File: config.mk
export PLATFORM = sky130hd
export DESIGN_NAME = mc_dma_channel_map
export DESIGN_NICKNAME = d
export VERILOG_FILES = /design/src/mc_mem_pkg.sv /design/src/mc_dma_channel_map.sv
export SDC_FILE = /design/constraint.sdc
export NUM_CORES = 1
export LEC_CHECK = 0
export ABC_CLOCK_PERIOD_IN_PS = 800
export BUFFER_PORTS_ARGS = -buffer_cell sky130_fd_sc_hd__buf_4
export CAP_MARGIN = 30
export CORE_MARGIN = 2
export CORE_UTILIZATION = 33
export DETAILED_ROUTE_END_ITERATION = 6
export PLACE_DENSITY = 0.84
export SLEW_MARGIN = 0
export SYNTH_ARGS = -nofsm -noshare
export SYNTH_HDL_FRONTEND = slang
export SYNTH_SLANG_ARGS = --single-unit
File: constraint.sdc
create_clock -name clk_i -period 0.8 [get_ports clk_i]
set_clock_uncertainty 0.1 [all_clocks]
set_input_delay 0 -clock clk_i [delete_from_list [all_inputs] [get_ports clk_i]]
set_output_delay 0 -clock clk_i [all_outputs]
set_load 0.01 [all_outputs]
File: src/mc_mem_pkg.sv
`default_nettype none

package mc_mem_pkg;

  // dma word and cache-side addressing
  localparam int data_width_c      = 32;
  localparam int bank_addr_width_c = 10;
  localparam int vcache_id_width_c = 3;
  localparam int ch_index_width_c  = 3;

  // dram channel address fields
  localparam int ba_width_c = 2;
  localparam int bg_width_c = 1;
  localparam int ro_width_c = 4;
  localparam int co_width_c = 3;
  localparam int bo_width_c = 2;

  localparam int ch_addr_width_c =
    ba_width_c + bg_width_c + ro_width_c + co_width_c + bo_width_c;

  // one word per address with the byte offset dropped
  localparam int dram_words_c = 2 ** (ch_addr_width_c - bo_width_c);

  // same 12 bits, two field orders
  typedef union packed {
    struct packed {
      logic [ba_width_c-1:0] ba;
      logic [bg_width_c-1:0] bg;
      logic [ro_width_c-1:0] ro;
      logic [co_width_c-1:0] co;
      logic [bo_width_c-1:0] bo;
    } cache_ord;
    struct packed {
      logic [ro_width_c-1:0] ro;
      logic [bg_width_c-1:0] bg;
      logic [ba_width_c-1:0] ba;
      logic [co_width_c-1:0] co;
      logic [bo_width_c-1:0] bo;
    } dram_ord;
  } dram_ch_addr_u;

endpackage

`default_nettype wire

File: src/mc_dma_channel_map.sv
`timescale 1ns/1ps
`default_nettype none

module mc_dma_channel_map #(
  parameter int num_vcaches_p = 8
  , parameter int vcaches_per_channel_p = 4
) (
  input  logic clk_i
  , input  logic reset_i

  , input  logic req_v_i
  , input  logic req_write_i
  , input  logic [mc_mem_pkg::vcache_id_width_c-1:0] req_vcache_id_i
  , input  logic [mc_mem_pkg::bank_addr_width_c-1:0] req_addr_i
  , input  logic [mc_mem_pkg::data_width_c-1:0] req_data_i

  , output logic map_v_o
  , output logic map_write_o
  , output logic [mc_mem_pkg::ch_index_width_c-1:0] map_ch_o
  , output mc_mem_pkg::dram_ch_addr_u map_addr_o
  , output logic [mc_mem_pkg::data_width_c-1:0] map_data_o
);

  import mc_mem_pkg::*;

  // bits left above the bank address for the local cache index
  localparam int local_width_lp = ch_addr_width_c - bank_addr_width_c;

  logic [ch_index_width_c-1:0] ch_idx;
  logic [local_width_lp-1:0] local_idx;
  dram_ch_addr_u ch_addr;

  // vcaches_per_channel_p is a power of two, so these are shifts and masks
  assign ch_idx    = ch_index_width_c'(int'(req_vcache_id_i) / vcaches_per_channel_p);
  assign local_idx = local_width_lp'(int'(req_vcache_id_i) % vcaches_per_channel_p);
  assign ch_addr   = {local_idx, req_addr_i};

  // requests seen during core reset are dropped here
  always_ff @(posedge clk_i) begin
    if (reset_i) begin
      map_v_o <= 1'b0;
    end else begin
      map_v_o <= req_v_i;
    end
  end

  always_ff @(posedge clk_i) begin
    map_write_o <= req_write_i;
    map_ch_o    <= ch_idx;
    map_addr_o  <= ch_addr;
    map_data_o  <= req_data_i;
  end

  vcache_id_range_a : assert property (@(posedge clk_i) disable iff (reset_i)
    req_v_i |-> int'(req_vcache_id_i) < num_vcaches_p);

endmodule

`default_nettype wire

---- After elaboration in Yosys (flattened, before gate mapping) ----
Index checks and enable logic that the tools add are counted.
storage, ports and cells
  register bits after elaboration ......... 47
  input port bits ......................... 49
  output and inout port bits .............. 49
  word-level logic and storage cells ...... 5

---- Longest topological paths before layout ----
Gate-level depths: netlist (run 1).
  depth in word-level cells ............... 0
  gate-level depth with buffers ........... 1
  mapped depth without buffers ............ 1

---- Worst setup path after synthesis (run 1) ----
Ideal clock, no wire load.
  kind .................................... reg-to-output
  start point ............................. reg map_addr_o[0] in the netlist's numbering
  end point ............................... out map_addr_o[0] in the netlist's numbering
  arrival ................................. 0.331 ns
  data required time ...................... 0.700 ns
  slack ................................... 0.369 ns
  cell stages (with the launch flop) ...... 1
  buffers on the path ..................... 0
  cells stage by stage .................... dfxtp_1
RTL lines
  what                      line                      RTL
  start: declaration        mc_dma_channel_map.sv:20  , output mc_mem_pkg::dram_ch_addr_u map_addr_o
  start signal: assignment  mc_dma_channel_map.sv:50  map_addr_o <= ch_addr;
No word-level cell between the ends.

---- Final worst setup path (run 1) ----
  start point ............................. reg map_data_o[8] in the netlist's numbering
  end point ............................... out map_data_o[8] in the netlist's numbering
RTL lines
  what                      line                      RTL
  start: declaration        mc_dma_channel_map.sv:21  , output logic [mc_mem_pkg::data_width_c-1:0] map_data_o
  start signal: assignment  mc_dma_channel_map.sv:51  map_data_o <= req_data_i;
No word-level cell between the ends.

==> impl_metrics.tcl, run 1 <==
set metrics [dict create \
    antenna_found_initial 0 \
    io_buffers 95 \
    final_hold_viol_count 0 \
    grt_overflow 0 \
    hold_end "map_data_o[10]$_DFF_P_" \
    violations "setup timing" \
    dieArea_um2 3400 \
    synth_top_area_cell "dfxtp_1" \
    synth_area_per_cell_um2 19.1 \
    synth_seq_cells 47 \
    netlist_area_um2 973 \
    critical-path-top-delay-family "flip-flops" \
    io_pins 98 \
    fin_ws_ns -0.103 \
    post-route-util_pct 89.7 \
    min_from "req_data_i[10]" \
    path_buf_inv 1 \
    initial_utilization_pct 35.0 \
    h-tree-depth 2 \
    wl_per_cell_um 14.9 \
    period_minus_slack_ns 0.903 \
    syn2layout_area_growth_pct 156 \
    dieWidth_um 58.3 \
    cap_violations 0 \
    cts_tree "done" \
    period_share_pct 113 \
    maxSlewViolCount 0 \
    p_per_area_nw_per_um2 1780 \
    ys_seq_area_share_pct 96.7 \
    ys_warn_count 0 \
    slowest_stage "dfxtp_2" \
    vias 939 \
    drcViolationCount 0 \
    die_y_um 58.3 \
    clockRootBuffer "clkbuf_4" \
    grt_use_total_pct 21.5 \
    post-place-ws_ns 0.273 \
    startpoint_type "flip-flop" \
    clk_pin_slew_ns 0.12 \
    drive_gt1_share_pct 73.1 \
    setup_viol 47 \
    grt_max_degree 14 \
    hold_path_depth 2 \
    core_area_um2 2780 \
    crit_chain "buf_6" \
    rows 19 \
    grt_pass1_vias 1082 \
    critPathMaxFanout 1 \
    num_antenna_cells 0 \
    final_nets 249 \
    finalSetupTns_ns -4.10 \
    status "finished with violations" \
    rsz0062_at_grt "yes" \
    drtIter0Drc 11 \
    power.leakage_nw 1.16 \
    synthCells 51 \
    wl_um 3470 \
    grt_pass1_wl_um 4960 \
    vias_per_cell 4.05 \
    cts_sinks 47 \
    netlist_top_cells_area "dfxtp_1 (97%), buf_4 (1.5%), nor2b_4 (1.4%)" \
    arrival_ns 0.80 \
    crit_type "flip-flop to output port" \
    mostFrequentLayoutCells "dlygate4sd3_1 (48), buf_4 (48), buf_6 (47), dfxtp_2 (44), clkbuf_4 (5)" \
    drtPass1Iterations 3 \
    synth_cell_type_count 4 \
    hp-class "primary input to flip-flop" \
    required_ns 0.70 \
    clockBufferDepth 2 \
    vdd_ir_drop_max_v 0.00195 \
    cts_buffers 5 \
    critPathCaptureType "output port" \
    max_freq_ghz 1.11 \
    antenna_left 0 \
    cpPeakStageDelay_ns 0.35 \
    synth_top_area_share_pct 96.7 \
    finalWeightedCongestion 0.673 \
]
[where the power goes]
| group | total [W] | internal (W) | switching [W] |
|---|---|---|---|
| logic | 0.000719 | 0.000521 | 0.000198 |
| clock network | 0.00118 | 0.000518 | 0.000662 |
| registers | 0.00255 | 0.00249 | 0.0000607 |
| total | 0.00445 | 0.00353 | 0.000920 |
[metrics by stage]
step | instances | area (um^2) | hold WS (ns) | power (W)
6_report | 232 | 2490 | 0.190 | 0.00445
5_1_grt | 232 | 2490 | 0.165 | 0.00464
4_1_cts | 232 | 2470 | 0.169 | 0.00447
3_5_place_dp | 176 | 1710 | 0.00560 | 0.00300
3_3_place_gp | 176 | 1710 | 0.00459 | 0.00298
2_1_floorplan | 52 | 977 | -0.0723 | 0.00263
[worst max-delay path by stage]
stage / from / endpoint / slack, ns / cells after the start
detailed placement: map_data_o[18]$_DFF_P_ / map_data_o[18] / 0.27 / 1
global route: map_data_o[8]$_DFF_P_ / map_data_o[8] / -0.16 / 1
CTS: map_data_o[18]$_DFF_P_ / map_data_o[18] / -0.12 / 1
floorplan: map_addr_o[0]$_DFF_P_ / map_addr_o[0] / 0.37 / 0
global placement: map_addr_o[11]$_DFF_P_ / map_addr_o[11] / 0.29 / 1
finish: map_data_o[8]$_DFF_P_ / map_data_o[8] / -0.10 / 1
[kinds of logic (layout without fill, tap and decap cells)]
group	Yosys count	after routing	share of synthesized area (%)
buffers and inverters	2	151	1.54
other	1	2	0.385
flip-flops	47	47	96.7
AND/OR/NAND/NOR	1	1	1.41
[synth_stat cells, drive strengths merged]
master,instances
buf,2
conb,1
nor2b,1
dfxtp,47
[flip-flops by register name, summed over array words and instances (netlist names)]
register     flops
map_addr_o      12
map_ch_o         1
map_write_o      1
map_v_o          1
map_data_o      32
[what timing repair did]
item,in CTS,in global routing
endpoints found under the hold margin,47,0
gates resized for setup,72,19
setup buffers,0,0
hold buffers,48,0
pin swaps,0,0
endpoints found under the setup margin,47,47
cloned,0,0
[routing by layer]
metal  track usage [%]  part of all wire (%)  vias to the layer above  wire length (um)
met5                 0                     0                        -                 0
met3              11.2                    10                        8               351
met2              41.7                    58                       63              2020
li1                  -                     -                      448                 -
met1              16.2                    29                      420              1020
met4              12.0                   2.3                        0                78
[cell type report]
cell class                 instances  area (um^2)
sequential                        47          996
tap                               31         38.8
clock buffer                       8         68.8
fill                             128          287
multi-input combinational          3         21.3
timing repair buffer             143         1370
Power figures use the tool's default switching activity.
==> run 2: changes to the inputs <==
- PLACE_DENSITY: 0.84 -> 0.73
==> impl_metrics.tcl, run 2 (synthesized netlist as in run 1, its figures left out) <==
set metrics [dict create \
    status "finished with violations" \
    violations "setup timing" \
    grt_pass1_wl_um 4570 \
    dieArea_um2 3400 \
    period_minus_slack_ns 0.909 \
    drtPass1Iterations 4 \
    max_freq_ghz 1.10 \
    syn2layout_area_growth_pct 156 \
    crit_type "flip-flop to output port" \
    die_y_um 58.3 \
    power.leakage_nw 1.16 \
    grt_pass1_vias 981 \
    cts_sinks 47 \
    grt_use_total_pct 19.3 \
    net-switching-power_w 0.000920 \
    hold_path_depth 2 \
    hold_slack_ns 0.179 \
    arrival_ns 0.81 \
    num-fill-cells 117 \
    final_hold_viol_count 0 \
    crit_cells 1 \
    mostFrequentLayoutCells "dlygate4sd3_1 (48), buf_4 (48), buf_6 (47), dfxtp_2 (45), clkbuf_4 (5)" \
    required_ns 0.70 \
    drcViolationCount 0 \
    combPwrFrac_pct 16.0 \
    cap_violations 0 \
    cts_buffers 5 \
    core_area_um2 2780 \
    largest_reg_flops 32 \
    dieWidth_um 58.3 \
    critPathCaptureType "output port" \
    top_register "map_data_o" \
    io_pins 98 \
    p_int_w 0.00353 \
    path_buf_inv 1 \
    wl_um 3230 \
    h-tree-depth 2 \
    period_share_pct 114 \
    power.total_w 0.00445 \
    critPathMaxFanout 1 \
    slowest_stage "dfxtp_2" \
    hp-class "primary input to flip-flop" \
    grt_overflow 0 \
    critical-path-top-delay-family "flip-flops" \
    clockBufferDepth 2 \
    swShare_pct 20.7 \
    antenna_left 0 \
    finalWeightedCongestion 0.624 \
    final_nets 249 \
    clockRootBuffer "clkbuf_4" \
    grt_max_degree 14 \
    clk_pin_slew_ns 0.12 \
    clkPwrFrac_pct 26.6 \
    wl_per_cell_um 13.9 \
    rsz0062_at_grt "yes" \
    maxSlewViolCount 0 \
    setup_viol 47 \
    rows 19 \
    cts_tree "done" \
    vias 924 \
    post_dp_cell_area_um2 1710 \
    reg_top3 "map_data_o (32), map_addr_o (12)" \
    post-place-ws_ns 0.276 \
    final_cell_area_um2 2500 \
    p_per_area_nw_per_um2 1780 \
    seq_power_share_pct 57.3 \
    antenna_found_initial 0 \
    vdd_ir_drop_max_v 0.00212 \
    io_buffers 95 \
    startpoint_type "flip-flop" \
    drtIter0Drc 12 \
    initial_utilization_pct 35.0 \
    num_antenna_cells 0 \
    drive_gt1_share_pct 73.6 \
    cpPeakStageDelay_ns 0.34 \
    fin_ws_ns -0.109 \
    crit_chain "buf_6" \
    vias_per_cell 3.98 \
]
==> run 2: changes by cell type in the layout (fill, tap and decap cells not counted) <==
cell     delta
dfxtp_1     -1
dfxtp_2     +1
==> run 2: final cells by class <==
class | instances | area (um^2) | area share (%)
Sequential cell | 47 | 997 | 39.9
Timing Repair Buffer | 143 | 1370 | 54.9
Tap cell | 31 | 38.8 | 1.55
Multi-Input combinational cell | 3 | 21.3 | 0.852
Clock buffer | 8 | 68.8 | 2.76
==> run 2: routing by layer <==
layer  track usage (%)  vias up  share of wire (%)
met5                 0        -                  0
met4              8.97        0               0.96
met3              9.45        5                 11
met2              36.9       62                 58
met1              16.3      411                 30
li1                  -      446                  -
==> run 2: timing repair <==
item | 4_1_cts | 5_1_grt
gates resized for setup | 70 | 22
endpoints found under the setup margin | 47 | 47
hold endpoints to repair | 47 | 0
pin swaps | 0 | 0
setup buffers | 0 | 0
hold buffers | 48 | 0
cloned | 0 | 0
==> run 2: power groups by stage <==
stage / Combinational [W] / Clock, W / Sequential, W
floorplan: 0.0000157 / 0 / 0.00262
global placement: 0.000434 / 0 / 0.00255
detailed placement: 0.000442 / 0 / 0.00255
CTS: 0.000701 / 0.00122 / 0.00253
global route: 0.000757 / 0.00132 / 0.00256
finish: 0.000714 / 0.00118 / 0.00255
==> run 2: through the flow <==
stage	instances	setup TNS [ns]	util, %
6_report	232	-4.37	89.7
4_1_cts	232	-4.98	88.8
2_1_floorplan	52	0	-
3_5_place_dp	176	0	61.6
3_3_place_gp	176	0	61.6
5_1_grt	232	-6.37	89.7
==> run 2: final timing paths <==
check                           endpoint              startpoint
setup / recovery          map_data_o[12]  map_data_o[12]$_DFF_P_
hold / removal    map_data_o[12]$_DFF_P_          req_data_i[12]
