--- config.mk ---
export PLATFORM = sky130hd
export DESIGN_NAME = mc_tag_reset
export DESIGN_NICKNAME = d
export VERILOG_FILES = /design/src/mc_tag_reset.sv
export SDC_FILE = /design/constraint.sdc
export NUM_CORES = 1
export LEC_CHECK = 0
export BUFFER_PORTS_ARGS = -buffer_cell sky130_fd_sc_hd__buf_4
export CORE_AREA = 3 3 40 42
export CTS_BUF_LIST = sky130_fd_sc_hd__clkbuf_16
export CTS_CLUSTER_SIZE = 12
export DETAILED_ROUTE_END_ITERATION = 8
export DIE_AREA = 0 0 43 45
export GPL_TIMING_DRIVEN = 0
export SYNTH_ARGS = -nofsm -noshare
export SYNTH_HDL_FRONTEND = slang
export SYNTH_SLANG_ARGS = --single-unit
--- constraint.sdc ---
create_clock -name clk_i -period 2.3 [get_ports clk_i]
set_clock_uncertainty 0.1 [all_clocks]
set_input_delay 0.46 -clock clk_i [delete_from_list [all_inputs] [get_ports clk_i]]
set_output_delay 0.46 -clock clk_i [all_outputs]
set_load 0.02 [all_outputs]
--- src/mc_tag_reset.sv ---
`timescale 1ns/1ps
`default_nettype none

module mc_tag_reset #(
  parameter int tag_cycles_p = 8
  , parameter int reset_depth_p = 3
) (
  input  logic clk_i
  , input  logic reset_i
  , output logic tag_done_o
  , output logic core_reset_o
);

  localparam int cnt_width_lp = $clog2(tag_cycles_p + 1);

  logic [cnt_width_lp-1:0] tag_cnt_r;
  logic tag_done_r;
  logic [reset_depth_p-1:0] reset_chain_r;

  // tag programming phase
  always_ff @(posedge clk_i) begin
    if (reset_i) begin
      tag_cnt_r  <= '0;
      tag_done_r <= 1'b0;
    end else if (!tag_done_r) begin
      tag_cnt_r <= tag_cnt_r + cnt_width_lp'(1);
      if (tag_cnt_r == cnt_width_lp'(tag_cycles_p - 1)) begin
        tag_done_r <= 1'b1;
      end
    end
  end

  // core held in reset until done has crossed the chain
  always_ff @(posedge clk_i) begin
    if (reset_i) begin
      reset_chain_r <= '1;
    end else begin
      reset_chain_r[0] <= ~tag_done_r;
      for (int i = 1; i < reset_depth_p; i++) begin
        reset_chain_r[i] <= reset_chain_r[i-1];
      end
    end
  end

  assign tag_done_o   = tag_done_r;
  assign core_reset_o = reset_chain_r[reset_depth_p-1];

  // done is sticky until the next external reset
  tag_done_sticky_a : assert property (@(posedge clk_i) disable iff (reset_i)
    tag_done_o |=> tag_done_o);

  // core reset release trails tag done by the chain depth
  core_reset_delay_a : assert property (@(posedge clk_i) disable iff (reset_i)
    $fell(core_reset_o) |-> $past(tag_done_o, reset_depth_p));

endmodule

`default_nettype wire

### Word level (Yosys, flattened, before mapping)

Index checks and enable logic that the tools add are counted.

| storage, ports and cells | value |
|---|---|
| register bits | 8 |
| bits in latches | 0 |
| memory bits (writable) | 0 |
| memory bits (read-only) | 0 |
| input bits | 2 |
| output and inout bits | 2 |
| logic and storage cells | 8 |
| memories | 0 |

| operators by class | value |
|---|---|
| add/sub/neg operators | 1 |
| multiply operators | 0 |
| divide/modulo/power cells | 0 |
| magnitude comparators | 0 |
| equal/unequal tests | 1 |
| shift operators | 0 |
| muxes and demuxes | 2 |
| bitwise gates (word level) | 1 |
| reduce and logical (&&, ||, !) cells | 0 |

Operators with widths:

| cell | number |
|---|---|
| 4-bit by 1-bit adder with 4-bit output (second input constant) | 1 |
| 4-bit by 3-bit == test with 1-bit output (second input constant) | 1 |
| 1-bit two-way mux | 2 |
| 1-bit inverter | 1 |

### Depth between registers and ports, before layout

Gate-level depths: netlist (run 1).

| logic depth | value |
|---|---|
| depth after elaboration | 3 |
| mapped depth | 4 |
| gate-level depth less buffers | 4 |

### Worst setup path after synthesis (run 1)

No wires, ideal clock.

| timing path | value |
|---|---|
| kind | reg-to-output |
| start point | register tag_done_r (netlist: tag_done_o) |
| end point | output port tag_done_o |
| arrival time | 0.512 ns |
| required time | 1.740 ns |
| setup slack | 1.228 ns |
| cell stages (with the launch flop) | 1 |
| buffers on the path | 0 |
| path through | dfxtp_1 |

RTL lines:

| element | line | text |
|---|---|---|
| from (decl) | 17 | `logic tag_done_r;` |
| from (signal assigned) | 24 | `tag_done_r <= 1'b0;` |
| from (signal assigned) | 28 | `tag_done_r <= 1'b1;` |
| to (decl) | 10 | `, output logic tag_done_o` |

No word-level cell between the ends.

### Worst setup path in the final report (run 1)

| timing path | value |
|---|---|
| start point | register tag_done_r (netlist: tag_done_o) |
| end point | output port tag_done_o |

No word-level cell between the ends.

==> results of run 1 <==
-- stage by stage --
| stage | power [mW] | hold slack (ps) | utilization, % | instances | worst slack, ps |
|---|---|---|---|---|---|
| 6_report | 0.4499 | 302.1 | 30.19 | 46 | 871.8 |
| 5_1_grt | 0.4700 | 322.2 | 30.19 | 46 | 811.2 |
| 4_1_cts | 0.4596 | 304.6 | 30.19 | 46 | 857.3 |
| 3_5_place_dp | 0.1667 | 295.8 | 24.34 | 43 | 1114 |
| 3_3_place_gp | 0.1662 | 291.7 | 24.34 | 43 | 1103 |
| 2_1_floorplan | 0.1615 | 289.5 | - | 25 | 1228 |
-- cell families after synthesis --
| kind of cell | count (synthesis) | share of synthesized area, % |
|---|---|---|
| muxes | 1 | 3.687 |
| buffers and inverters | 1 | 1.381 |
| adders and majority gates | 1 | 4.608 |
| xor gates and xnor gates | 3 | 9.679 |
| AOI/OAI and AO/OA | 1 | 2.306 |
| and+or+nand+nor | 10 | 19.36 |
| DFF | 8 | 58.98 |
-- final cells by class --
cell class | instances | area, um^2
repair buffers | 3 | 22.52
inverters | 1 | 3.754
clock buffers | 3 | 75.07
well taps | 15 | 18.77
multi-input cells | 16 | 107.6
flip-flops and latches | 8 | 160.2
fillers | 134 | 897.1
-- report_power, final --
part / leakage, nW / total [mW] / internal (mW) / switching (mW)
clock: 0.0370 / 0.286 / 0.224 / 0.0621
sequential: 0.0652 / 0.150 / 0.145 / 0.00466
combinational: 0.0549 / 0.0144 / 0.00795 / 0.00643
-- registers in the layout, indices dropped and copies added, names as in the netlist --
register	count
tag_cnt_r	4
tag_done_o	1
reset_chain_r	3
-- placed cells by master, fill, tap and decap left out --
cell type and count:
dfxtp_1 8, nor2_1 5, clkbuf_16 3, buf_4 3
xnor2_1 2, or2_2 2, nor2b_1 1, mux2i_1 1
xor2_1 1, inv_1 1, nand4b_1 1, a31oi_1 1
nand2b_1 1, ha_1 1
-- per-layer routing --
layer,vias up,global-route usage [%],part of all wire (%)
met5,-,0,0
met4,0,1.807,0
met3,0,5.976,13
met2,6,7.485,38
met1,78,7.056,49
li1,94,-,-
-- worst max path at each step --
stage                            end  slack (ps)       start
after floorplan           tag_done_o        1230  tag_done_o
after CTS                 tag_done_o         860  tag_done_o
final                     tag_done_o         870  tag_done_o
after global placement    tag_done_o        1100  tag_done_o
after global routing      tag_done_o         810  tag_done_o
after detailed placement  tag_done_o        1110  tag_done_o
==> qor.txt, run 1 <==
CTS sink cnt: 8
Crit Path Category: reg2out
# diodes: 0
Top cell family by delay on the critical path: flip-flops
Clk buf depth: 2
Avg Cell Area, Syn: 10.86 um^2
Register area share after synthesis: 58.99%
Ys flop type: dfxtp_1
Final nets: 36
Routed wire length: 373 um
Synth area leader: dfxtp_1
Crit start category: flip-flop
Gr ovfl total: 0
Reg2reg path depth: 4
Number of port buffers: 3
P&R area growth vs syn: 42.86%
Die height: 45 um
Area contributors post-synth: dfxtp_1 (59%), nor2_1 (6.9%), xnor2_1 (6.5%)
Cell Rows: 13
Static Leakage: 0.1571 nW
Placed cell area: 312.8 um^2
Die Width: 43 um
Final Setup Violations: 0
Number of synthesized flops with an enable pin: 0
Crit path cell chain: buf_4
Max stage delay on crit path: 450 ps
Pins Over Slew Limit: 0
Status: finished, final reports clean
DR WL/cell: 8.109 um
Number of global-route vias before repair: 186
Beginning of the worst hold path: reset_chain_r[0]
CTS tree: built
Worst-path maximum fanout: 7
Post-route cell area: 387.9 um^2
# hold bufs at CTS: 0
HP Class: reg2reg
Number of H-tree levels: 1
Count leader, synth: dfxtp_1
Largest net degree at the start of global routing: 9
Slew @ Worst Pin: 249.4 ps
Setup repair bufs after CTS: 0
Drt pass-1 iters: 4
Initial Util: 21.13%
Initial antenna violation count: 0
FMAX: 700.2 MHz
Final ANT Viol Nets: 0
Area of the core: 1285 um^2
CTS Buf Count: 3
Drt drc: 0
Die Area: 1935 um^2
Synth top area share: 58.99%
Pwr Density: 1160 nW/um^2
Yosys reg bits: 8
Initial DRC count: 2
Syn Inst Count: 25
WP depth: 1
R2r startpoint: tag_cnt_r[0]
Slowest stage cell, crit path: dfxtp_1
Final Cycle Share: 62.10%
Hold EP: reset_chain_r[1]
Root buf cell: clkbuf_16
Via/cell ratio: 3.870
CP endpoint kind: output port
Setup tns final: 0 ps
Yosys cell types: 12
Skew-Pair Late Insertion Delay: 230 ps
Reg2reg end: tag_cnt_r[2]
Top cells by count, synth: dfxtp_1 (8), nor2_1 (5), or2_2 (2), xnor2_1 (2)
Yosys warns: 0
Setup slack, reg-to-reg: 1240 ps
Layout cells sized above 1: 25.81%
Via count: 178
Crit path arrival time: 870 ps
Post-synthesis async set-or-reset flop share: 0%
Max-capacitance violation count: 0
Req. time, crit path: 1740 ps
Peak VDD IR: 413.4 uV
Synth Cell Area: 271.5 um^2
Hold path cells: 1
Minimum clock period: 1428 ps
Final Hold Vio Count: 0
Setup repair after global routing missed its margin: false
Syn_nets: 28
Slew margin rel.: 83.35%
Clock slew at reported path FFs: 40 ps
First-pass GRT wire length: 779 um
GP Congestion: 0.6330
Total global routing track utilization: 6.015%
Crit path buffers/inverters: 1
Boundary Pins: 4
Post-CTS resize count: 0
Power figures use the tool's default switching activity.
==> run 2, diff against run 1 <==
Clock period 2.3 ns to 1.2 ns, I/O delays scaled along.
==> qor.txt, run 2 (same netlist as run 1, synthesis figures left out) <==
Largest reg by FF count: tag_cnt_r
Skew-Pair Late Insertion Delay: 230 ps (about the same)
Placed cell area: 312.8 um^2 (unchanged)
Setup repair after global routing missed its margin: false
Boundary Pins: 4 (unchanged)
Post-route cell area: 389.1 um^2 (+0.32%)
# diodes: 0 (unchanged)
Slowest stage cell, crit path: dfxtp_2
Final ANT Viol Nets: 0 (unchanged)
Tot Pwr: 0.8624 mW (+92%)
Crit Path Category: reg2out
Initial DRC count: 2 (unchanged)
Slew @ Worst Pin: 115.3 ps (-134.1 ps)
CTS tree: built
Drt drc: 0 (unchanged)
CP endpoint kind: output port
Post-Place Cells: 43 (unchanged)
Pre-CTS setup slack: 122.2 ps (-992.3 ps)
Via/cell ratio: 3.870 (unchanged)
Die Area: 1935 um^2 (unchanged)
Max FFs per register: 4 (unchanged)
Number of global-route vias before repair: 186 (unchanged)
Layout cells sized above 1: 29.03% (+3.2 points)
Initial Util: 21.13% (unchanged)
Max stage delay on crit path: 380 ps (-70 ps)
Pwr Density: 2216 nW/um^2 (+91%)
Peak VDD IR: 792.4 uV (+92%)
Post-layout util: 30.28% (+0.097 points)
Commonest non-fill, non-tap cell in the layout: dfxtp_1
GP Congestion: 0.6330 (unchanged)
Status: finished, final reports clean
Worst-path maximum fanout: 7 (unchanged)
Non-Filler Instances: 46 (unchanged)
Die Width: 43 um (unchanged)
Crit path cell chain: buf_4
First-pass GRT wire length: 779 um (unchanged)
Clock slew at reported path FFs: 40 ps (about the same)
Largest net degree at the start of global routing: 9 (unchanged)
Final Hold Vio Count: 0 (unchanged)
Slew margin rel.: 92.09% (+8.7 points)
FMAX: 896.5 MHz
Root buf cell: clkbuf_16
Max-capacitance violation count: 0 (unchanged)
Routed wire length: 373 um (unchanged)
Setup tns final: 0 ps (unchanged)
Clk buf depth: 2 (unchanged)
Post-route setup slack: 84.49 ps (-787.3 ps)
Setup repair bufs after CTS: 0 (unchanged)
Drt pass-1 iters: 4 (unchanged)
Crit path buffers/inverters: 1 (unchanged)
Minimum clock period: 1116 ps
Min Hold Slack: 124.4 ps (-177.7 ps)
Initial antenna violation count: 0 (unchanged)
Area of the core: 1285 um^2 (unchanged)
Final Setup Violations: 0 (unchanged)
Static Leakage: 0.1576 nW (+0.33%)
Final Cycle Share: 92.96%
Gr ovfl total: 0 (unchanged)
CTS sink cnt: 8 (unchanged)
DR WL/cell: 8.109 um (unchanged)
Total global routing track utilization: 6.015% (unchanged)
CTS Buf Count: 3 (unchanged)
Number of port buffers: 3 (unchanged)
Cell Rows: 13 (unchanged)
P&R area growth vs syn: 43.32%
Req. time, crit path: 860 ps (-880 ps)
Crit start category: flip-flop
Number of H-tree levels: 1 (unchanged)
Most frequent cells in the layout: dfxtp_1 (7), nor2_1 (5), clkbuf_16 (3), buf_4 (3)
Pins Over Slew Limit: 0 (unchanged)
Crit path arrival time: 780 ps (-90 ps)
HP Class: in2reg
Die height: 45 um (unchanged)
Final nets: 36 (unchanged)
Top cell family by delay on the critical path: flip-flops
Via count: 178 (unchanged)
[run 2: cell types whose count changed in the layout (fill, tap and decap cells not counted)]
cell and change:
dfxtp_1 -1, dfxtp_2 +1
[run 2: layer usage]
layer / vias to the layer above / GRT usage (%) / wire length [um]
li1: 94 / - / -
met1: 78 / 7.056 / 182
met2: 6 / 7.485 / 142
met3: 0 / 5.976 / 48
met4: 0 / 1.807 / 0
met5: - / 0 / 0
[run 2: final cells by class]
class                           count  area [um^2]
Clock buffer                        3        75.07
Inverter                            1        3.754
Multi-Input combinational cell     16        107.6
Timing Repair Buffer                3        22.52
Sequential cell                     8        161.4
Fill cell                         133        895.9
Tap cell                           15        18.77
[run 2: repair_timing]
item / in CTS / in global routing
gates resized for setup: 1 / 0
hold buffers: 0 / 0
hold endpoints to repair: 0 / 0
setup endpoints to repair: 1 / 0
[run 2: path summary, 6_finish.rpt]
kind                          from          endpoint  slack, ps  depth (start not counted)
setup / recovery        tag_done_o        tag_done_o         80                          1
hold / removal             reset_i      tag_cnt_r[3]        120                          2
setup reg to reg      tag_cnt_r[0]      tag_cnt_r[2]        140                          4
hold reg to reg   reset_chain_r[0]  reset_chain_r[1]        300                          1
[run 2: power breakdown]
part,switching (mW),internal [mW],total [mW]
clock network,0.119,0.428,0.548
registers,0.00893,0.278,0.287
logic,0.0123,0.0152,0.0276
[run 2: worst reg2reg max path, delay by kind of cell, from the launching register on]
family,cells,cell delay [ps]
flip-flops,1,360
adder cells (fa/ha/maj),1,170
AND/OR/NAND/NOR,2,210
XOR/XNOR,1,130
==> run 3, diff against run 2 <==
Settings changed: GPL_TIMING_DRIVEN 0 to default.
==> qor.txt, run 3 (same netlist as run 1, synthesis figures left out) <==
Final ANT Viol Nets: 0 (unchanged)
GP Congestion: 0.6289 (-0.65%)
Top cell family by delay on the critical path: flip-flops
Final Hold Vio Count: 0 (unchanged)
# diodes: 0 (unchanged)
CP endpoint kind: output port
Area of the core: 1285 um^2 (unchanged)
Setup slack, reg-to-reg: 160 ps (+20 ps)
Boundary Pins: 4 (unchanged)
Via count: 181 (+1.7%)
Clock slew at reported path FFs: 40 ps (about the same)
Final Cycle Share: 92.88% (about the same)
Peak VDD IR: 936.9 uV (+18%)
Initial Util: 21.13% (unchanged)
Die Area: 1935 um^2 (unchanged)
Via/cell ratio: 3.851 (-0.48%)
CTS Buf Count: 3 (unchanged)
Number of port buffers: 3 (unchanged)
Drt drc: 0 (unchanged)
CTS sink cnt: 8 (unchanged)
Total global routing track utilization: 5.755% (-0.26 points)
CTS tree: built
Max FFs per register: 4 (unchanged)
Reg2reg end: tag_cnt_r[2]
Initial antenna violation count: 0 (unchanged)
Setup tns final: 0 ps (unchanged)
Post-detail-place hpwl: 261.3 um
Root buf cell: clkbuf_16
Largest net degree at the start of global routing: 9 (unchanged)
Slowest stage cell, crit path: dfxtp_2
Minimum clock period: 1115 ps (-0.9857 ps)
Skew-Pair Late Insertion Delay: 230 ps (about the same)
Drt pass-1 iters: 2 (-2)
Cell Rows: 13 (unchanged)
Most frequent cells in the layout: dfxtp_1 (7), nor2_1 (5), buf_4 (4)
First-pass GRT wire length: 738 um (-5.3%)
FMAX: 897.2 MHz (about the same)
Worst-path maximum fanout: 7 (unchanged)
Max stage delay on crit path: 380 ps (about the same)
Die height: 45 um (unchanged)
Pwr Density: 2188 nW/um^2 (-1.3%)
Hold path cells: 2 (unchanged)
WP depth: 1 (unchanged)
Crit Path Category: reg2out
Crit path buffers/inverters: 1 (unchanged)
Status: finished, final reports clean
Req. time, crit path: 860 ps (about the same)
Tot Pwr: 0.8677 mW (+0.62%)
Commonest non-fill, non-tap cell in the layout: dfxtp_1
Crit start category: flip-flop
Routed wire length: 391 um (+4.8%)
P&R area growth vs syn: 46.08%
HP Class: in2reg
Hold EP: tag_cnt_r[2]
Static Leakage: 0.1626 nW (+3.2%)
Number of global-route vias before repair: 169 (-9.1%)
Layout cells sized above 1: 31.25% (+2.2 points)
Pins Over Slew Limit: 0 (unchanged)
Reg2reg path depth: 4 (unchanged)
Slew @ Worst Pin: 113.6 ps (-1.709 ps)
Max-capacitance violation count: 0 (unchanged)
Initial DRC count: 6 (+4)
Number of H-tree levels: 1 (unchanged)
Final nets: 37 (+2.8%)
Crit path arrival time: 770 ps (about the same)
DR WL/cell: 8.319 um (+2.6%)
Die Width: 43 um (unchanged)
Clk buf depth: 2 (unchanged)
R2r startpoint: tag_cnt_r[1]
Slew margin rel.: 92.21% (+0.12 points)
Setup repair after global routing missed its margin: false
Beginning of the worst hold path: reset_i
Crit path cell chain: buf_4
Gr ovfl total: 0 (unchanged)
Final Setup Violations: 0 (unchanged)
Largest reg by FF count: tag_cnt_r
[run 3: cell type report]
| class | count | area, um^2 |
|---|---|---|
| repair buffers | 4 | 30.03 |
| flip-flops and latches | 8 | 161.4 |
| multi-input cells | 16 | 107.6 |
| fillers | 138 | 888.4 |
| inverters | 1 | 3.754 |
| clock buffers | 3 | 75.07 |
| well taps | 15 | 18.77 |
[run 3: worst max path at each step]
| stage | from | endpoint |
|---|---|---|
| 4_1_cts | tag_done_o | tag_done_o |
| 3_5_place_dp | tag_cnt_r[1] | tag_cnt_r[2] |
| 6_report | tag_done_o | tag_done_o |
| 2_1_floorplan | tag_done_o | tag_cnt_r[3] |
| 3_3_place_gp | tag_cnt_r[0] | tag_cnt_r[2] |
| 5_1_grt | tag_done_o | tag_done_o |
[run 3: timing repair]
item / 4_1_cts / 5_1_grt
hold buffers: 0 / 0
endpoints found under the setup margin: 1 / 0
gates resized for setup: 1 / 0
buffers inserted: 0 / 0
[run 3: power by group]
group / internal [mW] / total (mW) / switching [mW] / leakage (nW)
clock network: 0.429 / 0.549 / 0.120 / 0.0370
registers: 0.278 / 0.286 / 0.00778 / 0.0657
logic: 0.0185 / 0.0329 / 0.0144 / 0.0599
total: 0.725 / 0.868 / 0.142 / 0.163
[run 3: layer usage]
layer / up-vias / global-route usage (%) / wire length, um
met5: - / 0 / 0
met4: 0 / 0 / 0
met3: 0 / 7.171 / 49
met2: 7 / 6.886 / 149
met1: 79 / 6.780 / 191
li1: 95 / - / -
[run 3: stage by stage]
stage / area (um^2) / instances / setup WS, ps / hold slack (ps) / util (%)
after floorplan: 271.5 / 25 / 136.6 / 212.4 / -
after global routing: 396.6 / 47 / 46.64 / 139.3 / 30.87
after global placement: 320.3 / 44 / 174.7 / 291.0 / 24.93
final: 396.6 / 47 / 85.48 / 124.9 / 30.87
after CTS: 396.6 / 47 / 72.02 / 127.3 / 30.87
after detailed placement: 320.3 / 44 / 142.6 / 292.8 / 24.93
