### src/mc_mem_pkg.sv
`default_nettype none

package mc_mem_pkg;

  // dma word and cache-side addressing
  localparam int data_width_c      = 32;
  localparam int bank_addr_width_c = 10;
  localparam int vcache_id_width_c = 3;
  localparam int ch_index_width_c  = 3;

  // dram channel address fields
  localparam int ba_width_c = 2;
  localparam int bg_width_c = 1;
  localparam int ro_width_c = 4;
  localparam int co_width_c = 3;
  localparam int bo_width_c = 2;

  localparam int ch_addr_width_c =
    ba_width_c + bg_width_c + ro_width_c + co_width_c + bo_width_c;

  // one word per address with the byte offset dropped
  localparam int dram_words_c = 2 ** (ch_addr_width_c - bo_width_c);

  // same 12 bits, two field orders
  typedef union packed {
    struct packed {
      logic [ba_width_c-1:0] ba;
      logic [bg_width_c-1:0] bg;
      logic [ro_width_c-1:0] ro;
      logic [co_width_c-1:0] co;
      logic [bo_width_c-1:0] bo;
    } cache_ord;
    struct packed {
      logic [ro_width_c-1:0] ro;
      logic [bg_width_c-1:0] bg;
      logic [ba_width_c-1:0] ba;
      logic [co_width_c-1:0] co;
      logic [bo_width_c-1:0] bo;
    } dram_ord;
  } dram_ch_addr_u;

endpackage

`default_nettype wire

### src/mc_dram_addr_hash.sv
`timescale 1ns/1ps
`default_nettype none

module mc_dram_addr_hash (
  input  logic clk_i
  , input  logic reset_i

  // from channel map, cache order
  , input  logic map_v_i
  , input  logic map_write_i
  , input  logic [mc_mem_pkg::ch_index_width_c-1:0] map_ch_i
  , input  mc_mem_pkg::dram_ch_addr_u map_addr_i
  , input  logic [mc_mem_pkg::data_width_c-1:0] map_data_i

  // read done from dram, dram order
  , input  logic rd_v_i
  , input  logic [mc_mem_pkg::ch_index_width_c-1:0] rd_ch_i
  , input  mc_mem_pkg::dram_ch_addr_u rd_addr_i
  , input  logic [mc_mem_pkg::data_width_c-1:0] rd_data_i

  , output logic dram_v_o
  , output logic dram_write_o
  , output logic [mc_mem_pkg::ch_index_width_c-1:0] dram_ch_o
  , output mc_mem_pkg::dram_ch_addr_u dram_addr_o
  , output logic [mc_mem_pkg::data_width_c-1:0] dram_data_o

  , output logic resp_v_o
  , output logic [mc_mem_pkg::ch_index_width_c-1:0] resp_ch_o
  , output mc_mem_pkg::dram_ch_addr_u resp_addr_o
  , output logic [mc_mem_pkg::data_width_c-1:0] resp_data_o
);

  import mc_mem_pkg::*;

  dram_ch_addr_u req_hashed;
  dram_ch_addr_u rsp_hashed;

  ////////////////////////////////////////
  // ba-bg-ro-co-bo to ro-bg-ba-co-bo
  ////////////////////////////////////////
  always_comb begin
    req_hashed.dram_ord.ro = map_addr_i.cache_ord.ro;
    req_hashed.dram_ord.bg = map_addr_i.cache_ord.bg;
    req_hashed.dram_ord.ba = map_addr_i.cache_ord.ba;
    req_hashed.dram_ord.co = map_addr_i.cache_ord.co;
    req_hashed.dram_ord.bo = map_addr_i.cache_ord.bo;
  end

  ////////////////////////////////////////
  // and back for read done
  ////////////////////////////////////////
  always_comb begin
    rsp_hashed.cache_ord.ba = rd_addr_i.dram_ord.ba;
    rsp_hashed.cache_ord.bg = rd_addr_i.dram_ord.bg;
    rsp_hashed.cache_ord.ro = rd_addr_i.dram_ord.ro;
    rsp_hashed.cache_ord.co = rd_addr_i.dram_ord.co;
    rsp_hashed.cache_ord.bo = rd_addr_i.dram_ord.bo;
  end

  always_ff @(posedge clk_i) begin
    if (reset_i) begin
      dram_v_o <= 1'b0;
      resp_v_o <= 1'b0;
    end else begin
      dram_v_o <= map_v_i;
      resp_v_o <= rd_v_i;
    end
  end

  always_ff @(posedge clk_i) begin
    dram_write_o <= map_write_i;
    dram_ch_o    <= map_ch_i;
    dram_addr_o  <= req_hashed;
    dram_data_o  <= map_data_i;
    resp_ch_o    <= rd_ch_i;
    resp_addr_o  <= rsp_hashed;
    resp_data_o  <= rd_data_i;
  end

endmodule

`default_nettype wire

### config.mk
export PLATFORM = sky130hd
export DESIGN_NAME = mc_dram_addr_hash
export DESIGN_NICKNAME = d
export VERILOG_FILES = /design/src/mc_mem_pkg.sv /design/src/mc_dram_addr_hash.sv
export SDC_FILE = /design/constraint.sdc
export NUM_CORES = 1
export LEC_CHECK = 0
export BUFFER_PORTS_ARGS = -buffer_cell sky130_fd_sc_hd__buf_2
export CORE_MARGIN = 5
export CORE_UTILIZATION = 37
export CTS_CLUSTER_DIAMETER = 100
export DETAILED_ROUTE_END_ITERATION = 7
export PLACE_DENSITY_LB_ADDON = 0.3
export SLEW_MARGIN = 20
export SYNTH_ARGS = -nofsm -noshare
export SYNTH_HDL_FRONTEND = slang
export SYNTH_SLANG_ARGS = --single-unit
### constraint.sdc
create_clock -name clk_i -period 0.82 [get_ports clk_i]
set_input_delay 0 -clock clk_i [delete_from_list [all_inputs] [get_ports clk_i]]
set_output_delay 0 -clock clk_i [all_outputs]
set_load 0.01 [all_outputs]
After elaboration in Yosys (flattened, before gate mapping):

Index checks and enable logic that the tools add are counted.

* register bits: 97
* output and inout bits: 97
* word-level logic and storage cells: 9
* input port bits: 99

Depth between registers and ports, before layout:

Gate-level depths: netlist of the first run.

* depth in word-level cells: 0
* mapped depth: 1
* gate-level depth less buffers: 1

Worst setup path after synthesis of the first run:

Ideal clock, no wire load.

* kind: register to output
* start point: reg dram_addr_o[0] (netlist name)
* end point: out dram_addr_o[0] (netlist name)
* stages on the path, launching flop included: 1
* arrival time: 0.331 ns
* slack: 0.489 ns
* path buffers: 0
* required time: 0.820 ns
* cells stage by stage: dfxtp_1

RTL lines
* start: declaration: RTL line mc_dram_addr_hash.sv:24 `, output mc_mem_pkg::dram_ch_addr_u dram_addr_o`
* start signal: assignment: RTL line mc_dram_addr_hash.sv:73 `dram_addr_o <= req_hashed;`

No word-level cell between the ends.

Worst setup path in the final report of the first run:

* start point: reg dram_data_o[26] (netlist name)
* end point: out dram_data_o[26] (netlist name)

RTL lines
* start: declaration: RTL line mc_dram_addr_hash.sv:25 `, output logic [mc_mem_pkg::data_width_c-1:0] dram_data_o`
* start signal: assignment: RTL line mc_dram_addr_hash.sv:74 `dram_data_o <= map_data_i;`

No word-level cell between the ends.

==> run summary, run 1 <==
Buffer depth of the longest clock path -> 2
MaxCap Viol Count -> 0
CP max-delay cell -> dfxtp_1
Violations in the final reports -> setup timing
Total iterations of the first detailed-routing run -> 4
Initial Utilization -> 0.3827
Number of global-route vias before repair -> 2,130
Count of buffer and inverter cells on the critical path -> 1
Fin cells -> 477
Comb pwr share -> 0.127
WL/cell -> 21.69 um
Pwr/cell area -> 2116 mW/mm2
Synth area leaders -> dfxtp_1, nor2b_1
Remaining DRCs -> 0
GRT Total Usage -> 0.2405
Critical Path Max Stage Delay -> 0.35 ns
Final Hold Fails -> 0
Clock slew at reported path FFs -> 0.10 ns
Top Ports -> 196
CP cell instances -> buf_2
Reg power frac -> 0.521
Final antenna-violating net count -> 0
Remaining Overflow, GRT -> 0
Max layer used -> met4
Top cell type by total area after synthesis -> dfxtp_1
Final period util -> 1.046
Min Tclk post-route -> 0.8577 ns
Number of fill cells -> 207
Buffers added on ports -> 195
YS warnings -> 0
WHS -> 0.2624 ns
Die Wd -> 82.68 um
Share of cells above drive strength 1 -> 0.6486
Critical path type -> reg -> out
H-tree depth -> 3
Vias/cell -> 4.277
Clk pwr share -> 0.353
Worst EP arrival -> 0.86 ns
Via count -> 2,040
Crit start category -> flip-flop
# nets final -> 502
Largest net degree at the start of global routing -> 16
Status -> complete, but fails checks
Final Setup Violations -> 22
Met1 Wirelength -> 3347 um
VDD IR max -> 2.121 mV
Mapped Nets -> 198
Initial antenna violation count -> 0
Core area -> 0.005107 mm2
DP Wirelength -> 4464 um
Cell internal pwr -> 7591 uW
Full die area -> 0.006836 mm2
Tightest Pin Transition -> 0.1147 ns
Clk root buf -> clkbuf_8
DRT iter0 DRCs -> 95
Leakage -> 0.002227 uW
# rows -> 26
N_diodes -> 0
Mean Syn Cell Area -> 19.74 um2
Delay-heaviest family, CP -> flip-flops
Flops & latches, synth -> 97
Switch Pwr -> 2233 uW
CP Capture Type -> primary output
GPL Wtd Cong -> 0.7190
# clock sinks -> 97
Final WL -> 10,350 um
Fin worst setup slack -> -0.03773 ns
RSZ-0062 raised after global routing -> yes
Critical Path RT -> 0.82 ns
Slew Viols, Final -> 0
Worst hold-check path type -> in -> reg
Sw Ratio -> 0.2273
Slew headroom -> 0.9233
Num CTS Buffers -> 9
Library cells used by synthesis -> 2
Synth Instances -> 99
Area Growth Syn to Fin -> 137.5%
Top-area cell type share of the netlist area -> 0.9936
CTS tree -> yes
CP Max Fanout -> 1
Global-route wire length before repair -> 11,470 um
Sequential area share after synthesis -> 0.9936
Die H -> 82.68 um
Post-Syn Area -> 0.001954 mm2
Achievable frequency -> 1166 MHz
Met2 WL -> 5576 um
DR WL met3 -> 997 um
Number of cells in the design after placement -> 364
[power groups by stage]
stage / sequential, uW / combinational [uW] / clock (uW)
3_5_place_dp: 5120 / 632 / 0
3_3_place_gp: 5120 / 617 / 0
4_1_cts: 5010 / 1010 / 3370
5_1_grt: 5140 / 1300 / 3690
6_report: 5110 / 1240 / 3470
2_1_floorplan: 5270 / 3.22 / 0
[path summary, 6_finish.rpt]
| path | startpoint | to | cells past startpoint |
|---|---|---|---|
| worst max-delay path | dram_data_o[26] | dram_data_o[26] | 1 |
| worst min-delay path | map_write_i | dram_write_o | 2 |
[synthesized netlist by cell type]
cell / instances
dfxtp_1: 97
nor2b_1: 2
[sequential cells by signal, indices dropped and copies added (netlist names)]
register      flops
resp_ch_o         3
dram_v_o          1
dram_data_o      32
dram_write_o      1
dram_ch_o         3
resp_addr_o      12
resp_v_o          1
resp_data_o      32
dram_addr_o      12
[stage by stage]
| step | cell area (um2) | util | setup slack [ns] | TNS [ns] | total power (uW) |
|---|---|---|---|---|---|
| global placement | 3018 | 0.5909 | 0.3836 | 0 | 5732 |
| finish | 4642 | 0.9089 | -0.03773 | -0.2663 | 9824 |
| detailed placement | 3018 | 0.5909 | 0.3840 | 0 | 5753 |
| CTS | 4228 | 0.8278 | 0.00002287 | 0 | 9392 |
| global route | 4642 | 0.9089 | -0.06985 | -1.934 | 10130 |
| floorplan | 1954 | - | 0.4892 | 0 | 5276 |
[per-layer routing]
layer  GRT usage  vias to the layer above
li1            -                      910
met1      0.2136                      955
met2      0.4495                      144
met3      0.1095                       31
met4      0.1225                        0
met5           0                        -
[area by class of cell]
type                            count  area [um2]  share of cell area
Sequential cell                    97        2011              0.4332
Timing Repair Buffer              293        2313              0.4984
Clock inverter                      4       76.32             0.01644
Clock buffer                       11       141.4             0.03046
Tap cell                           70       87.58             0.01887
Multi-Input combinational cell      2       12.51            0.002695
[cells by family after synthesis]
kind of cell	share of synthesized area
simple gates	0.006401
flops	0.9936
[layout by cell type (no fill, tap or decap), drive strengths merged]
cell type / count
buf: 195
bufinv: 2
clkbuf: 11
clkinvlp: 1
dfxtp: 97
dlygate4sd3: 98
inv: 1
nor2b: 2
[timing repair]
item | CTS | global route
hold buffers | 98 | 0
setup endpoints to repair | 5 | 80
pin swaps | 0 | 0
gates resized for setup | 5 | 114
hold endpoints to repair | 97 | 0
setup buffers | 0 | 0
(Power assumes the default switching activity.)
==> run 2: changes to the inputs <==
- RECOVER_POWER: unset -> 25
==> run summary, run 2 (synthesis results as in run 1) <==
Placed inst area -> 0.003018 mm2 (unchanged)
GPL Wtd Cong -> 0.7190 (unchanged)
Final Setup Violations -> 23 (+4.5%)
Post-layout util -> 0.9086 (about the same)
# rows -> 26 (unchanged)
GRT Total Usage -> 0.2405 (unchanged)
Die H -> 82.68 um (unchanged)
DP Wirelength -> 4464 um (unchanged)
Largest regs -> dram_data_o: 32 flops, resp_data_o: 32 flops
Crit start category -> flip-flop
RSZ-0062 raised after global routing -> yes
Pwr/cell area -> 2117 mW/mm2 (about the same)
CP cell instances -> buf_2
Delay-heaviest family, CP -> flip-flops
CP max-delay cell -> dfxtp_1
CP Capture Type -> primary output
Number of cells in the design after placement -> 364 (unchanged)
Top Ports -> 196 (unchanged)
Remaining Overflow, GRT -> 0 (unchanged)
Setup Buffers After CTS -> 0 (unchanged)
Fin worst setup slack -> -0.03775 ns (-0.00002170 ns)
Final antenna-violating net count -> 0 (unchanged)
Clock slew at reported path FFs -> 0.10 ns (about the same)
Final Hold Fails -> 0 (unchanged)
Fin cells -> 477 (unchanged)
Total power -> 9824 uW (about the same)
Violations in the final reports -> setup timing
CP Max Fanout -> 1 (unchanged)
Final Instance Area -> 0.004641 mm2 (about the same)
Status -> complete, but fails checks
CTS tree -> yes
Slew Viols, Final -> 0 (unchanged)
Remaining DRCs -> 0 (unchanged)
DRT iter0 DRCs -> 97 (+2.1%)
Num CTS Buffers -> 9 (unchanged)
Worst hold-check path type -> in -> reg
Critical path type -> reg -> out
Full die area -> 0.006836 mm2 (unchanged)
Leakage -> 0.002224 uW (-0.12%)
Die Wd -> 82.68 um (unchanged)
Clk root buf -> clkbuf_8
Largest net degree at the start of global routing -> 16 (unchanged)
Number of fill cells -> 208 (+0.48%)
Most common cell after layout, fill and taps aside -> buf_2
Buffers added on ports -> 195 (unchanged)
MaxCap Viol Count -> 0 (unchanged)
WL/cell -> 21.64 um (-0.20%)
# nets final -> 502 (unchanged)
Min Tclk post-route -> 0.8578 ns (+0.00002170 ns)
# clock sinks -> 97 (unchanged)
Critical Path RT -> 0.82 ns (about the same)
Count of buffer and inverter cells on the critical path -> 1 (unchanged)
VDD IR max -> 2.120 mV (about the same)
WHS -> 0.2624 ns (-0.00003400 ns)
Final WL -> 10,320 um (-0.20%)
Core area -> 0.005107 mm2 (unchanged)
Vias/cell -> 4.285 (+0.20%)
Via count -> 2,044 (+0.20%)
Most frequent cells in the layout -> buf_2, dlygate4sd3_1, buf_6, dfxtp_2, dfxtp_1
H-tree depth -> 3 (unchanged)
Initial Utilization -> 0.3827 (unchanged)
Global-route wire length before repair -> 11,470 um (unchanged)
Number of global-route vias before repair -> 2,130 (unchanged)
Total iterations of the first detailed-routing run -> 4 (unchanged)
Initial antenna violation count -> 0 (unchanged)
Share of cells above drive strength 1 -> 0.6462 (-0.002457)
Worst EP arrival -> 0.86 ns (about the same)
Achievable frequency -> 1166 MHz (about the same)
Critical Path Max Stage Delay -> 0.35 ns (about the same)
Slew headroom -> 0.9228 (about the same)
Area Growth Syn to Fin -> 137.5% (about the same)
Final period util -> 1.046 (about the same)
Tightest Pin Transition -> 0.1153 ns (+0.0006084 ns)
Buffer depth of the longest clock path -> 2 (unchanged)
N_diodes -> 0 (unchanged)
==> run 2: cell types whose count changed in the layout (fill, tap and decap cells not counted) <==
cell      before  now
clkbuf_1       1    2
buf_2        138  137
==> run 2: metal layers <==
metal | GRT usage | wire length (um) | share of wire
met5 | 0 | 0 | 0
met4 | 0.1225 | 405 | 0.039
met3 | 0.1095 | 992 | 0.096
met2 | 0.4495 | 5586 | 0.54
met1 | 0.2136 | 3339 | 0.32
==> run 2: path summary, 6_finish.rpt <==
path,slack [ns],cells past startpoint,from,endpoint
hold / removal,0.26,2,map_write_i,dram_write_o
setup / recovery,-0.04,1,dram_data_o[26],dram_data_o[26]
==> run 2: power by group <==
group	switching [uW]	internal [uW]	total (uW)
registers	122	4990	5110
clock network	1670	1800	3470
logic	444	799	1240
==> run 2: stage by stage <==
stage / setup slack [ns] / TNS, ns
floorplan: 0.4892 / 0
global placement: 0.3836 / 0
global route: -0.06985 / -1.934
detailed placement: 0.3840 / 0
finish: -0.03775 / -0.2696
CTS: 0.00002287 / 0
==> run 2: area by class of cell <==
class	instances	area (um2)	area share
Timing Repair Buffer	293	2312	0.4982
Sequential cell	97	2011	0.4333
Clock buffer	11	141.4	0.03047
Tap cell	70	87.58	0.01887
Clock inverter	4	76.32	0.01645
Multi-Input combinational cell	2	12.51	0.002696
==> run 2: what timing repair did <==
item | CTS | global route
hold endpoints to repair | 97 | 0
gates cloned | 0 | 0
pin swaps | 0 | 0
endpoints found under the setup margin | 5 | 80
hold buffers | 98 | 0
gates resized for setup | 5 | 114
==> run 3: changes to the inputs <==
- clock period: 0.82 -> 1.04 ns (I/O delays scaled with it)
==> run summary, run 3 (synthesis results as in run 1) <==
Status -> finished, final reports clean
Final antenna-violating net count -> 0 (unchanged)
Achievable frequency -> 997.1 MHz
Clk pwr share -> 0.374 (+0.021)
# nets final -> 502 (unchanged)
Pwr/cell area -> 1801 mW/mm2 (-15%)
Critical Path RT -> 1.33 ns (+0.51 ns)
DRT iter0 DRCs -> 67 (-31%)
Top Ports -> 196 (unchanged)
Remaining DRCs -> 0 (unchanged)
Global-route wire length before repair -> 11,470 um (about the same)
Buffers added on ports -> 195 (unchanged)
Final period util -> 0.9643
Fin cells -> 478 (+0.21%)
Largest net degree at the start of global routing -> 17 (+1)
Post-layout util -> 0.8297 (-0.07888)
Clock slew at reported path FFs -> 0.09 ns (about the same)
Buffer depth of the longest clock path -> 2 (unchanged)
Final WL -> 8010 um (-22%)
Share of cells above drive strength 1 -> 0.5147 (-0.1315)
# resized after CTS -> 0 (-5)
CP Capture Type -> flip-flop
Sw Ratio -> 0.2127 (-0.01466)
Number of global-route vias before repair -> 2,193 (+3.0%)
Final Setup Violations -> 0 (-100%)
Initial Utilization -> 0.3827 (unchanged)
Total iterations of the first detailed-routing run -> 4 (unchanged)
Worst hold-check path type -> in -> reg
Crit start category -> input pin
Setup Buffers After CTS -> 0 (unchanged)
Area Growth Syn to Fin -> 116.8%
Worst EP arrival -> 1.30 ns (+0.44 ns)
Tightest Pin Transition -> 0.1012 ns (-0.01416 ns)
Slew Viols, Final -> 0 (unchanged)
Num CTS Buffers -> 9 (unchanged)
GRT Total Usage -> 0.2380 (-0.002516)
DP Wirelength -> 4568 um (+2.3%)
CP Max Fanout -> 2 (+1)
Number of fill cells -> 280 (+35%)
Die H -> 82.68 um (unchanged)
H-tree depth -> 3 (unchanged)
Critical Path Start -> reset_i
Final Hold Fails -> 0 (unchanged)
GPL Wtd Cong -> 0.7165 (-0.35%)
Die Wd -> 82.68 um (unchanged)
Core area -> 0.005107 mm2 (unchanged)
Post-Route Setup TNS -> 0 ns (+0.2696 ns)
Most common cell after layout, fill and taps aside -> buf_2
Worst Hold Depth -> 2 (unchanged)
Via count -> 1,940 (-5.1%)
Vias/cell -> 4.059 (-5.3%)
Largest regs -> dram_data_o: 32 flops, resp_data_o: 32 flops
CTS tree -> yes
Comb pwr share -> 0.106 (-0.021)
N_diodes -> 0 (unchanged)
Total power -> 7630 uW (-22%)
Switch Pwr -> 1623 uW (-27%)
# clock sinks -> 97 (unchanged)
RSZ-0062 raised after global routing -> no
VDD IR max -> 1.276 mV (-40%)
Critical path type -> in -> reg
MaxCap Viol Count -> 0 (unchanged)
Reg power frac -> 0.521 (about the same)
Min Tclk post-route -> 1.003 ns
Worst hold endpoint -> dram_addr_o[8]
Full die area -> 0.006836 mm2 (unchanged)
# rows -> 26 (unchanged)
Leakage -> 0.002119 uW (-4.7%)
Initial antenna violation count -> 0 (unchanged)
HP Start -> map_addr_i[5]
Most frequent cells in the layout -> buf_2, dlygate4sd3_1, dfxtp_1, clkbuf_8, bufinv_16
Clk root buf -> clkbuf_8
Remaining Overflow, GRT -> 0 (unchanged)
Cell internal pwr -> 6008 uW (-21%)
Number of cells in the design after placement -> 364 (unchanged)
Slew headroom -> 0.9323 (+0.009472)
WL/cell -> 16.76 um (-23%)
Hold_buf cts -> 98 (unchanged)
run 3: cell types whose count changed in the layout (fill, tap and decap cells not counted), sizes merged:
cell / before / now
clkbuf: 12 / 10
bufinv: 2 / 3
clkinv: 0 / 2
run 3: power groups by stage:
stage	sequential (uW)	clock (uW)	combinational (uW)
after global placement	4030	0	486
after detailed placement	4040	0	498
after floorplan	4160	0	2.54
after global routing	3990	3090	863
after CTS	3960	2860	790
final	3970	2850	805
run 3: metal layers:
layer  global-route usage  up-vias  routed length (um)
li1                     -      910                   -
met1               0.2241      879                2588
met2               0.4271      127                4218
met3               0.1020       24                 909
met4               0.1373        0                 292
met5                    0        -                   0
run 3: critical path: stages:
cell           delay, ns
dlygate4sd3_1       0.54
buf_2               0.13
nor2b_1             0.09
dlygate4sd3_1       0.54
run 3: through the flow:
step | hold WS (ns) | cell area [um2] | setup WS (ns)
2_1_floorplan | 0.02772 | 1954 | 0.7092
3_3_place_gp | 0.1020 | 3018 | 0.6027
3_5_place_dp | 0.1036 | 3018 | 0.6050
4_1_cts | 0.2622 | 4239 | 0.04556
6_report | 0.2785 | 4238 | 0.03713
5_1_grt | 0.2603 | 4238 | 0.02310
run 3: worst max path at each step:
stage | endpoint | slack, ns
3_3_place_gp | dram_data_o[8] | 0.60
2_1_floorplan | dram_addr_o[0] | 0.71
3_5_place_dp | dram_data_o[17] | 0.60
4_1_cts | dram_v_o | 0.05
6_report | dram_v_o | 0.04
5_1_grt | dram_v_o | 0.02
run 3: final cells by class:
type | count | area, um2 | area share
Clock buffer | 9 | 123.9 | 0.02923
Tap cell | 70 | 87.58 | 0.02067
Clock inverter | 7 | 116.4 | 0.02746
Multi-Input combinational cell | 2 | 12.51 | 0.002952
Timing Repair Buffer | 293 | 1956 | 0.4615
Sequential cell | 97 | 1942 | 0.4582
